### config.mk
export PLATFORM = sky130hd
export DESIGN_NAME = ad9653_rx
export DESIGN_NICKNAME = d
export VERILOG_FILES = /design/src/rtl/adc_rx_pkg.sv /design/src/rtl/lane_ctl_if.sv /design/src/rtl/ad9653_rx.sv /design/src/rtl/sample_assemble.sv /design/src/rtl/lvds_frame.sv /design/src/rtl/lvds_iophy.sv /design/src/rtl/lane_ctl_seq.sv
export VERILOG_INCLUDE_DIRS = /design/src /design/src/rtl
export SDC_FILE = /design/constraint.sdc
export NUM_CORES = 1
export LEC_CHECK = 0
export ABC_AREA = 1
export BUFFER_PORTS_ARGS = -buffer_cell sky130_fd_sc_hd__clkbuf_2
export CAP_MARGIN = 40
export CORE_AREA = 2 2 188 190
export DETAILED_ROUTE_END_ITERATION = 10
export DIE_AREA = 0 0 190 192
export MAX_ROUTING_LAYER = met4
export PLACE_DENSITY = 0.63
export REMOVE_ABC_BUFFERS = 1
export SLEW_MARGIN = 20
export SYNTH_ARGS = -nofsm -noshare
export SYNTH_HDL_FRONTEND = slang
export SYNTH_SLANG_ARGS = --single-unit
### constraint.sdc
create_clock -name dco_clk -period 5.3 [get_ports dco_clk]
set_input_delay 0.795 -clock dco_clk [delete_from_list [all_inputs] [get_ports dco_clk]]
set_output_delay 0.795 -clock dco_clk [all_outputs]
set_load 0.03 [all_outputs]
### src/rtl/adc_rx_defines.svh
`ifndef ADC_RX_DEFINES_SVH
`define ADC_RX_DEFINES_SVH

//////////////////////////////////////////////////////////////////////
// serial ADC receive geometry

// two lanes per channel and four channels
`define ADC_LANES 8

// each lane carries half a 16-bit sample per frame
`define ADC_WBITS 8

// delay line reaches 0 to 31 taps
`define ADC_TAPW 5

//////////////////////////////////////////////////////////////////////
// frame alignment

// the frame lane is high for the first half of every word
`define ADC_FRAME_PAT 8'hF0

// matching frame words in a row before the stream counts as locked
`define ADC_LOCK_CNT 4

`endif
### src/rtl/adc_rx_pkg.sv
`include "adc_rx_defines.svh"

package adc_rx_pkg;

	//////////////////////////////////////////////////////////////////////
	// datapath words

	typedef logic [`ADC_WBITS-1:0] lane_word_t;

	typedef logic [2*`ADC_WBITS-1:0] sample_t; // D1 and D0 bits interleaved

	// channel A sits in slot 0
	typedef sample_t [`ADC_LANES/2-1:0] samples_t;

	//////////////////////////////////////////////////////////////////////
	// host control

	typedef logic [`ADC_TAPW-1:0] tap_t;

	typedef logic [$clog2(`ADC_LANES)-1:0] lane_idx_t;

	typedef enum logic {
		OP_TAP_LOAD = 1'b0, // write an absolute tap value
		OP_TAP_INC  = 1'b1  // step the tap up by one
	} ctl_op_t;

endpackage

### src/rtl/lane_ctl_if.sv
`timescale 1ns/1ps

// tap commands fanned out from the sequencer to every data lane
interface lane_ctl_if;

	logic                  ld;       // load tap into the addressed lane
	logic                  ce;       // increment the addressed lane's tap
	adc_rx_pkg::lane_idx_t lane_sel; // which lane the strobe is meant for
	adc_rx_pkg::tap_t      tap;

	modport seq (
		output ld,
		output ce,
		output lane_sel,
		output tap
	);

	modport lane (
		input ld,
		input ce,
		input lane_sel,
		input tap
	);

endinterface

### src/rtl/ad9653_rx.sv
`timescale 1ns/1ps

`include "adc_rx_defines.svh"

module ad9653_rx (
	input  logic                       dco_clk,
	input  logic                       arst_n,
	input  logic [`ADC_LANES-1:0]      d_lane,
	input  logic                       frame,
	input  logic                       ctl_req,
	input  adc_rx_pkg::ctl_op_t        ctl_op,
	input  adc_rx_pkg::lane_idx_t      ctl_lane,
	input  adc_rx_pkg::tap_t           ctl_tap,
	output logic                       ctl_ack,
	output logic [8*`ADC_LANES-1:0]    dout,
	output logic                       dout_valid,
	output logic                       locked
);

	logic                                    word_stb;
	adc_rx_pkg::lane_word_t [`ADC_LANES-1:0] lane_words;
	adc_rx_pkg::samples_t                    samples;

	lane_ctl_if i_lane_ctl_if ();

	//////////////////////////////////////////////////////////////////////
	// host tap control

	lane_ctl_seq i_lane_ctl_seq (
		.dco_clk  (dco_clk),
		.arst_n   (arst_n),
		.ctl_req  (ctl_req),
		.ctl_op   (ctl_op),
		.ctl_lane (ctl_lane),
		.ctl_tap  (ctl_tap),
		.ctl_ack  (ctl_ack),
		.ctl      (i_lane_ctl_if.seq)
	);

	//////////////////////////////////////////////////////////////////////
	// lanes

	// lane order is D0A, D1A, D0B, D1B and so on up to D1D
	genvar gi;
	generate
		for (gi = 0; gi < `ADC_LANES; gi++) begin : g_lane
			lvds_iophy #(
				.LANE_ID (gi)
			) i_lvds_iophy (
				.dco_clk  (dco_clk),
				.arst_n   (arst_n),
				.d        (d_lane[gi]),
				.word_stb (word_stb),
				.ctl      (i_lane_ctl_if.lane),
				.dout     (lane_words[gi])
			);
		end
	endgenerate

	lvds_frame i_lvds_frame (
		.dco_clk  (dco_clk),
		.arst_n   (arst_n),
		.frame    (frame),
		.word_stb (word_stb),
		.locked   (locked)
	);

	sample_assemble i_sample_assemble (
		.dco_clk    (dco_clk),
		.arst_n     (arst_n),
		.word_stb   (word_stb),
		.locked     (locked),
		.lane_words (lane_words),
		.dout       (samples),
		.dout_valid (dout_valid)
	);

	assign dout = samples; // channel A in the low 16 bits

endmodule

### src/rtl/sample_assemble.sv
`timescale 1ns/1ps

`include "adc_rx_defines.svh"

module sample_assemble (
	input  logic                                      dco_clk,
	input  logic                                      arst_n,
	input  logic                                      word_stb,
	input  logic                                      locked,
	input  adc_rx_pkg::lane_word_t [`ADC_LANES-1:0]   lane_words,
	output adc_rx_pkg::samples_t                      dout,
	output logic                                      dout_valid
);

	localparam int NCH = `ADC_LANES / 2;

	logic                 stb_q;
	adc_rx_pkg::samples_t merged;

	//////////////////////////////////////////////////////////////////////
	// two-lane de-interleave

	// channel c takes D0 from lane 2c and D1 from lane 2c+1
	always_comb begin
		for (int c = 0; c < NCH; c++) begin
			for (int i = 0; i < `ADC_WBITS; i++) begin
				merged[c][2*i+1] = lane_words[2*c+1][i]; // odd sample bits ride on D1
				merged[c][2*i]   = lane_words[2*c][i];
			end
		end
	end

	// lane words land on the edge that closes word_stb
	always_ff @(posedge dco_clk or negedge arst_n) begin
		if (!arst_n) begin
			stb_q      <= 1'b0;
			dout_valid <= 1'b0;
		end else begin
			stb_q      <= word_stb;
			dout_valid <= stb_q && locked;
		end
	end

	always_ff @(posedge dco_clk) begin
		if (stb_q && locked) begin
			dout <= merged;
		end
	end

endmodule

### src/rtl/lvds_frame.sv
`timescale 1ns/1ps

`include "adc_rx_defines.svh"

module lvds_frame (
	input  logic dco_clk,
	input  logic arst_n,
	input  logic frame,
	output logic word_stb,
	output logic locked
);

	typedef enum logic [1:0] {
		F_HUNT,
		F_SKIP,
		F_TRACK
	} fstate_t;

	fstate_t                              state;
	adc_rx_pkg::lane_word_t               fsr;
	logic [$clog2(`ADC_WBITS)-1:0]        bit_cnt;
	logic                                 hold;
	logic [1:0]                           skip_cnt;
	logic [$clog2(`ADC_LOCK_CNT+1)-1:0]   match_cnt;
	logic                                 match;

	assign match = (fsr == `ADC_FRAME_PAT);

	always_ff @(posedge dco_clk) begin
		fsr <= {fsr[`ADC_WBITS-2:0], frame};
	end

	//////////////////////////////////////////////////////////////////////
	// shared word boundary

	// a held count stretches one word by a bit on every lane at once
	always_ff @(posedge dco_clk or negedge arst_n) begin
		if (!arst_n) begin
			bit_cnt  <= '0;
			word_stb <= 1'b0;
		end else begin
			word_stb <= (bit_cnt == '1) && !hold;
			if (!hold) begin
				bit_cnt <= bit_cnt + 1'b1;
			end
		end
	end

	//////////////////////////////////////////////////////////////////////
	// bitslip hunting and lock

	always_ff @(posedge dco_clk or negedge arst_n) begin
		if (!arst_n) begin
			state     <= F_HUNT;
			hold      <= 1'b0;
			skip_cnt  <= '0;
			match_cnt <= '0;
			locked    <= 1'b0;
		end else begin
			hold <= 1'b0;
			if (word_stb) begin
				case (state)
					F_HUNT: begin
						if (match) begin
							match_cnt <= 1'b1;
							state     <= F_TRACK;
						end else begin
							hold     <= 1'b1; // slip one bit
							skip_cnt <= 2'd2; // the next two words may be torn
							state    <= F_SKIP;
						end
					end
					F_SKIP: begin
						skip_cnt <= skip_cnt - 1'b1;
						if (skip_cnt == 2'd1) begin
							state <= F_HUNT;
						end
					end
					F_TRACK: begin
						if (!match) begin
							locked    <= 1'b0;
							match_cnt <= '0;
							state     <= F_HUNT;
						end else if (match_cnt == ($bits(match_cnt))'(`ADC_LOCK_CNT - 1)) begin
							locked <= 1'b1;
						end else begin
							match_cnt <= match_cnt + 1'b1;
						end
					end
					default: state <= F_HUNT;
				endcase
			end
		end
	end

	a_stb_spacing: assert property (@(posedge dco_clk) disable iff (!arst_n)
		word_stb |=> !word_stb [*7]);

endmodule

### src/rtl/lvds_iophy.sv
`timescale 1ns/1ps

`include "adc_rx_defines.svh"

module lvds_iophy #(
	parameter int LANE_ID = 0
) (
	input  logic                   dco_clk,
	input  logic                   arst_n,
	input  logic                   d,
	input  logic                   word_stb,
	lane_ctl_if.lane               ctl,
	output adc_rx_pkg::lane_word_t dout
);

	localparam int NTAPS = 2**`ADC_TAPW;

	logic                   hit;
	adc_rx_pkg::tap_t       tap_q;
	logic [NTAPS-1:1]       dline;
	logic [NTAPS-1:0]       taps;
	logic                   dly_bit;
	adc_rx_pkg::lane_word_t sreg;

	assign hit = (ctl.lane_sel == adc_rx_pkg::lane_idx_t'(LANE_ID));

	//////////////////////////////////////////////////////////////////////
	// tap register

	always_ff @(posedge dco_clk or negedge arst_n) begin
		if (!arst_n) begin
			tap_q <= '0;
		end else if (hit && ctl.ld) begin
			tap_q <= ctl.tap;
		end else if (hit && ctl.ce && tap_q != '1) begin // stays at the last tap
			tap_q <= tap_q + 1'b1;
		end
	end

	//////////////////////////////////////////////////////////////////////
	// delay line and deserializer

	// position k of the tap vector is d seen k cycles late
	assign taps    = {dline, d};
	assign dly_bit = taps[tap_q];

	always_ff @(posedge dco_clk) begin
		dline <= {dline[NTAPS-2:1], d};
		sreg  <= {sreg[`ADC_WBITS-2:0], dly_bit}; // MSB arrives first
		if (word_stb) begin
			dout <= sreg;
		end
	end

	// one command at a time comes out of the sequencer
	a_ld_ce_excl: assert property (@(posedge dco_clk) disable iff (!arst_n)
		!(ctl.ld && ctl.ce));

endmodule

### src/rtl/lane_ctl_seq.sv
`timescale 1ns/1ps

module lane_ctl_seq (
	input  logic                  dco_clk,
	input  logic                  arst_n,
	input  logic                  ctl_req,
	input  adc_rx_pkg::ctl_op_t   ctl_op,
	input  adc_rx_pkg::lane_idx_t ctl_lane,
	input  adc_rx_pkg::tap_t      ctl_tap,
	output logic                  ctl_ack,
	lane_ctl_if.seq               ctl
);

	typedef enum logic [1:0] {
		S_IDLE,
		S_STROBE,
		S_WAIT
	} state_t;

	state_t state;
	logic   req_q1;
	logic   req_q2;
	logic   ack_q;
	logic   req_rise;

	assign req_rise = req_q1 & ~req_q2;

	// ack drops as soon as the synchronized request is seen low
	assign ctl_ack = ack_q & req_q1;

	//////////////////////////////////////////////////////////////////////
	// request handshake

	always_ff @(posedge dco_clk or negedge arst_n) begin
		if (!arst_n) begin
			req_q1 <= 1'b0;
			req_q2 <= 1'b0;
			ack_q  <= 1'b0;
			ctl.ld <= 1'b0;
			ctl.ce <= 1'b0;
			state  <= S_IDLE;
		end else begin
			req_q1 <= ctl_req;
			req_q2 <= req_q1;
			case (state)
				S_IDLE: begin
					if (req_rise) begin
						ctl.ld <= (ctl_op == adc_rx_pkg::OP_TAP_LOAD);
						ctl.ce <= (ctl_op == adc_rx_pkg::OP_TAP_INC);
						state  <= S_STROBE;
					end
				end
				S_STROBE: begin // strobe has been out for exactly one cycle
					ctl.ld <= 1'b0;
					ctl.ce <= 1'b0;
					ack_q  <= 1'b1;
					state  <= S_WAIT;
				end
				S_WAIT: begin
					if (!req_q1) begin
						ack_q <= 1'b0;
						state <= S_IDLE;
					end
				end
				default: state <= S_IDLE;
			endcase
		end
	end

	// host holds lane and tap stable while req is high
	always_ff @(posedge dco_clk) begin
		if (state == S_IDLE && req_rise) begin
			ctl.lane_sel <= ctl_lane;
			ctl.tap      <= ctl_tap;
		end
	end

	a_ack_after_req: assert property (@(posedge dco_clk) disable iff (!arst_n)
		$rose(ctl_ack) |-> ctl_req);

endmodule

Word-level counts from Yosys, hierarchy flattened
Cells that the tools add are included.
- add/sub/neg operators: 11
- magnitude comparators: 8
- equal/unequal tests: 31
- muxes and demuxes: 56
- bitwise logic cells: 4
- reduce and logical (&&, ||, !) cells: 50
- operators by type and width (kind ; number):
    2-to-1 mux 5 bit ; 16
    less-than comparator 5 x 6 -> 1 bit (second input constant) ; 8
    adder 5 x 1 -> 5 bit (second input constant) ; 8
    binary-select mux 1 bit (select 5 bit) ; 8
    != test 5 bit (second input constant) ; 8
    logical AND 1 bit ; 27
    nonzero test 2 bit ; 12
    2-to-1 mux 1 bit ; 16
    == test 3 bit (second input constant) ; 5
    2-to-1 mux 2 bit ; 6
    case mux 2 bit (3 select lines) ; 2
    == test 3 x 2 -> 1 bit (second input constant) ; 3
    2-to-1 mux 3 bit ; 3
    AND reduction 3 bit ; 3
    == test 8 bit (second input constant) ; 1
    != test 2 bit (second input constant) ; 4
    adder 3 x 1 -> 3 bit (second input constant) ; 2
    == test 2 x 1 -> 1 bit (second input constant) ; 3
    != test 2 x 1 -> 1 bit (second input constant) ; 3
    case mux 1 bit (2 select lines) ; 3
    case mux 3 bit (2 select lines) ; 1
    AND reduction 2 bit ; 3
    == test 2 bit (second input constant) ; 2
    logical NOT 2 bit ; 2
    9 further kinds ; 11
- register bits: 518
- output and inout bits: 67
- logic and storage cells: 214

Depth between registers and ports, before layout
- depth in word-level cells: 5
- mapped depth: 11
- gate-level depth less buffers: 11

By module
A second synthesis with hierarchy kept.
- cells, all modules: 1511
- area total of the unflattened synthesis: 16968.8 µm²
- modules (own cells, without submodules) (module ; times used ; cells an instance ; area each (µm²) ; seq. area each (µm²)):
    lvds_iophy (g_lane[1].i_lvds_iophy ...) ; 2 ; 163 ; 1697.9 ; 1146.1
    lvds_iophy (g_lane[3].i_lvds_iophy ...) ; 2 ; 166 ; 1682.9 ; 1146.1
    sample_assemble ; 1 ; 68 ; 1979.4 ; 1971.9
    lvds_iophy (g_lane[6].i_lvds_iophy) ; 1 ; 166 ; 1720.4 ; 1146.1
    lvds_iophy (g_lane[4].i_lvds_iophy) ; 1 ; 161 ; 1716.6 ; 1146.1
    lvds_iophy (g_lane[0].i_lvds_iophy) ; 1 ; 162 ; 1679.1 ; 1146.1
    lvds_iophy (g_lane[7].i_lvds_iophy) ; 1 ; 161 ; 1671.6 ; 1146.1
    lvds_frame ; 1 ; 97 ; 918.4 ; 485.5
    lane_ctl_seq ; 1 ; 38 ; 521.8 ; 415.4

Least setup slack after synthesis
No wires, ideal clock.
- kind: reg2reg
- start: reg i_lvds_frame.word_stb
- end: reg i_lvds_frame.match_cnt[0]
- data arrival time: 2.403 ns
- data required time: 5.183 ns
- setup slack: 2.780 ns
- cell stages (with the launch flop): 6
- path buffers: 0
- clock period less this slack: 2.520 ns
- cells stage by stage: dfrtp_1 -> inv_1 -> nor2_1 -> nand2_1 -> nand2_1 -> nand2_1
- cells in the longest elaborated chain, start to end: 1
- ends and longest elaborated chain (element ; RTL line ; RTL):
    start, declared ; lvds_frame.sv:9 ; output logic word_stb,
    start signal, assigned ; lvds_frame.sv:42 ; word_stb <= (bit_cnt == '1) && !hold;
    AND reduction 4 bit (no line) ; - ;
    end signal, assigned ; lvds_frame.sv:87 ; match_cnt <= match_cnt + 1'b1;
    end, declared ; lvds_frame.sv:24 ; logic [$clog2(`ADC_LOCK_CNT+1)-1:0] match_cnt;
Every way passes these cells.
A chain may end at the register's enable or synchronous reset.

Final worst setup path
- start: reg g_lane[4].i_lvds_iophy.tap_q[0]
- end: reg g_lane[4].i_lvds_iophy.tap_q[0]
- cells in the longest elaborated chain, start to end: 3
- elaborated cells between the ends (all ways): 6
- ends and longest elaborated chain (element ; RTL line ; RTL):
    start, declared ; lvds_iophy.sv:19 ; adc_rx_pkg::tap_t tap_q;
    start signal, assigned ; lvds_iophy.sv:34 ; tap_q <= ctl.tap;
    start signal, assigned ; lvds_iophy.sv:36 ; tap_q <= tap_q + 1'b1;
    adder 5 x 1 -> 5 bit / != test 5 bit (equally long branches) ; lvds_iophy.sv:36, lvds_iophy.sv:35 ;
    2-to-1 mux 5 bit / logical AND 1 bit (equally long branches) ; lvds_iophy.sv:35 ; end else if (hit && ctl.ce && tap_q != '1) begin
    2-to-1 mux 5 bit / nonzero test 2 bit (equally long branches) ; - ;
Parallel ways exist; a longest one is shown, timed or not. The select of a mux whose other input is x is not followed.

==> reports/results.tsv <==
metric	value	unit
status	finished, final reports clean	
clockRootBuffer	clkbuf_16	
fillCellCount	2952	
synth_top_cell_by_area	dfxtp_1	
rsz0062_at_grt	false	
yosys-top-cells-area	dfxtp_1 (38%), edfxtp_1 (24%), nand2_1 (10%)	
end_kind	flop	
synth-seq-area-share	70.5	%
wl	28000	um
syn_inst	1630	
fp.dieH	192	um
grt-ovfl-total	0	
start_kind	flop	
vdd_drop_max	277	uV
wl_per_cell	12.5	um
antenna_found_initial	0	
grt_pass1_vias	9812	
worstSkewPairLatency	570	ps
syn_avg_cell_area	10.5	um2
start_util	49.8	%
cp_max_fo	23	
synth_warnings	0	
finalHoldViolCount	0	
ctsResizeCount	0	
firstDrtPassIters	5	
r2r_slack	3160	ps
relSlewSlack	47.5	%
drc	0	
rows	68	
h-tree-depth	2	
dr_total_vias	10589	
grt_usage	16.3	%
drt_iter0_drc	586	
p_leak	8.96	nW
nNetsFinal	1779	
fin_skew	12.7	ps
avgViaCountPerCell	4.74	
ant_nets	0	
layout-drive-gt1-share	12.2	%
crit_arrival	2620	ps
dp_cells	2138	
fmax	467	MHz
fin_cells	2236	
gp_congestion	0.834	
core	34300	um2
die_w	190	um
tritoncts	done	
cap_violations	0	
port_buffers	87	
finalSetupTns	0	ps
cts_buffers	51	
cts_buffer_depth	3	
path_class	flop to flop	
clock_sinks	518	
maxSlewViolCount	0	
io_pins	88	
grt_max_degree	66	
min_path_type	input port to flop	
synth_cell_types	34	
grt_first_pass_wirelength	47400	um
finalSetupViolCount	0	
synth-seq-cells	518	
hpwl	17900	um
fin_crit_sh	40.4	%
synth_top_area_share	37.5	%
syn2layout_area_growth	14.8	%
p_per_area	556	nW/um2
crit_required	5780	ps
worst_slew_pin_slew	788	ps
min_period	2140	ps
synth_area	17100	um2
clk_pin_slew	60	ps
die_area	36500	um2
cells in the final DEF, fill, tap and decap left out, drive strengths merged:
master / n
mux2: 2
o211ai: 18
o21ai: 48
or2: 18
dfxtp: 320
clkinvlp: 1
o22ai: 10
ha: 21
nand2: 457
nand4: 1
xnor2: 2
bufinv: 4
nor2: 80
a21oi: 18
o31ai: 2
o221ai: 4
nand3: 177
and2: 1
diode: 1
clkinv: 27
edfxtp: 136
nor3: 6
dlygate4sd3: 1
buf: 5
inv: 199
xor2: 8
clkbuf: 152
dfrtp: 62
power breakdown:
part	leakage, nW	switching, mW	internal, mW
clock network	0.823	1.43	2.06
logic	3.41	1.13	0.708
registers	4.72	0.682	4.90
total	8.96	3.24	7.66
logic make-up after synthesis:
| kind of cell | share of synthesized area [%] |
|---|---|
| flops | 70.5 |
| fa+ha+maj | 1.54 |
| buf+inv | 5.50 |
| compound gates | 3.38 |
| mux | 0.132 |
| simple gates | 18.4 |
| xor+xnor | 0.513 |
flip-flops by register name, indices dropped and copies added, names as in the netlist, 5 cells and up:
name,cells
g_lane.i_lvds_iophy.dline,248
i_sample_assemble.dout,64
g_lane.i_lvds_iophy.tap_q,40
i_lane_ctl_seq.ctl.tap,5
g_lane.i_lvds_iophy.dout,64
i_lvds_frame.fsr,8
g_lane.i_lvds_iophy.sreg,64
what timing repair did:
action,CTS,global route
hold endpoints to repair,1,0
setup buffers,0,0
hold buffers,1,0
through the flow:
step	util, %	setup slack [ps]	power (mW)	instance area, um2	hold slack (ps)
2_1_floorplan	-	2780	6.87	16900	323
3_3_place_gp	52.3	3200	7.45	17900	328
3_5_place_dp	52.3	3130	7.51	17900	331
4_1_cts	57.2	3130	11.0	19600	314
5_1_grt	57.2	2940	11.6	19600	317
6_report	57.2	3160	10.9	19600	331
worst paths after layout:
check | from | to | cells past startpoint
min in group asynchronous | arst_n | i_sample_assemble.dout_valid | 2
worst min register to register | g_lane[2].i_lvds_iophy.dline[21] | g_lane[2].i_lvds_iophy.dline[22] | 0
worst min-delay path | ctl_req | i_lane_ctl_seq.req_q1 | 1
worst max register to register | g_lane[4].i_lvds_iophy.tap_q[0] | g_lane[4].i_lvds_iophy.tap_q[0] | 9
worst max-delay path | g_lane[4].i_lvds_iophy.tap_q[0] | g_lane[4].i_lvds_iophy.tap_q[0] | 9
max in group asynchronous | arst_n | g_lane[4].i_lvds_iophy.tap_q[2] | 4
critical path: stages (launching register included):
cell and delay [ps]:
dfrtp_1 630, ha_1 340, nand2_1 80, nor2_1 50, ha_1 190, nor2_1 90
nor2_1 70, nor2_2 300, o21ai_0 170, o22ai_1 140
cells in the mapped netlist, drive strengths merged:
| master | number |
|---|---|
| or2 | 18 |
| clkbuf | 11 |
| mux2 | 2 |
| buf | 27 |
| ha | 21 |
| dfxtp | 320 |
| edfxtp | 136 |
| o21ai | 48 |
| xor2 | 8 |
| clkinv | 5 |
| nand4 | 1 |
| nand3 | 177 |
| inv | 196 |
| a21oi | 18 |
| xnor2 | 2 |
| nand2 | 457 |
| o221ai | 4 |
| o31ai | 2 |
| o211ai | 18 |
| nor3 | 6 |
| nor2 | 80 |
| and2 | 1 |
| dfrtp | 62 |
| o22ai | 10 |
area by class of cell:
type | instances | area, um2 | share of cell area, %
sequential | 518 | 12000 | 61.4
tap | 455 | 569 | 2.90
timing repair buffer | 92 | 488 | 2.49
inverter | 201 | 754 | 3.85
multi-input combinational | 873 | 4100 | 20.9
clock buffer | 66 | 1390 | 7.11
clock inverter | 30 | 265 | 1.35
antenna | 1 | 2.50 | 0.0128
metal layers:
layer	GRT usage, %	share of wire (%)	vias up
met5	-	0	-
met4	5.99	2.8	0
met3	3.29	4.8	68
met2	23.9	43	214
met1	22.5	49	4852
li1	-	-	5455
Note: power is estimated with default switching activity, not from simulation.
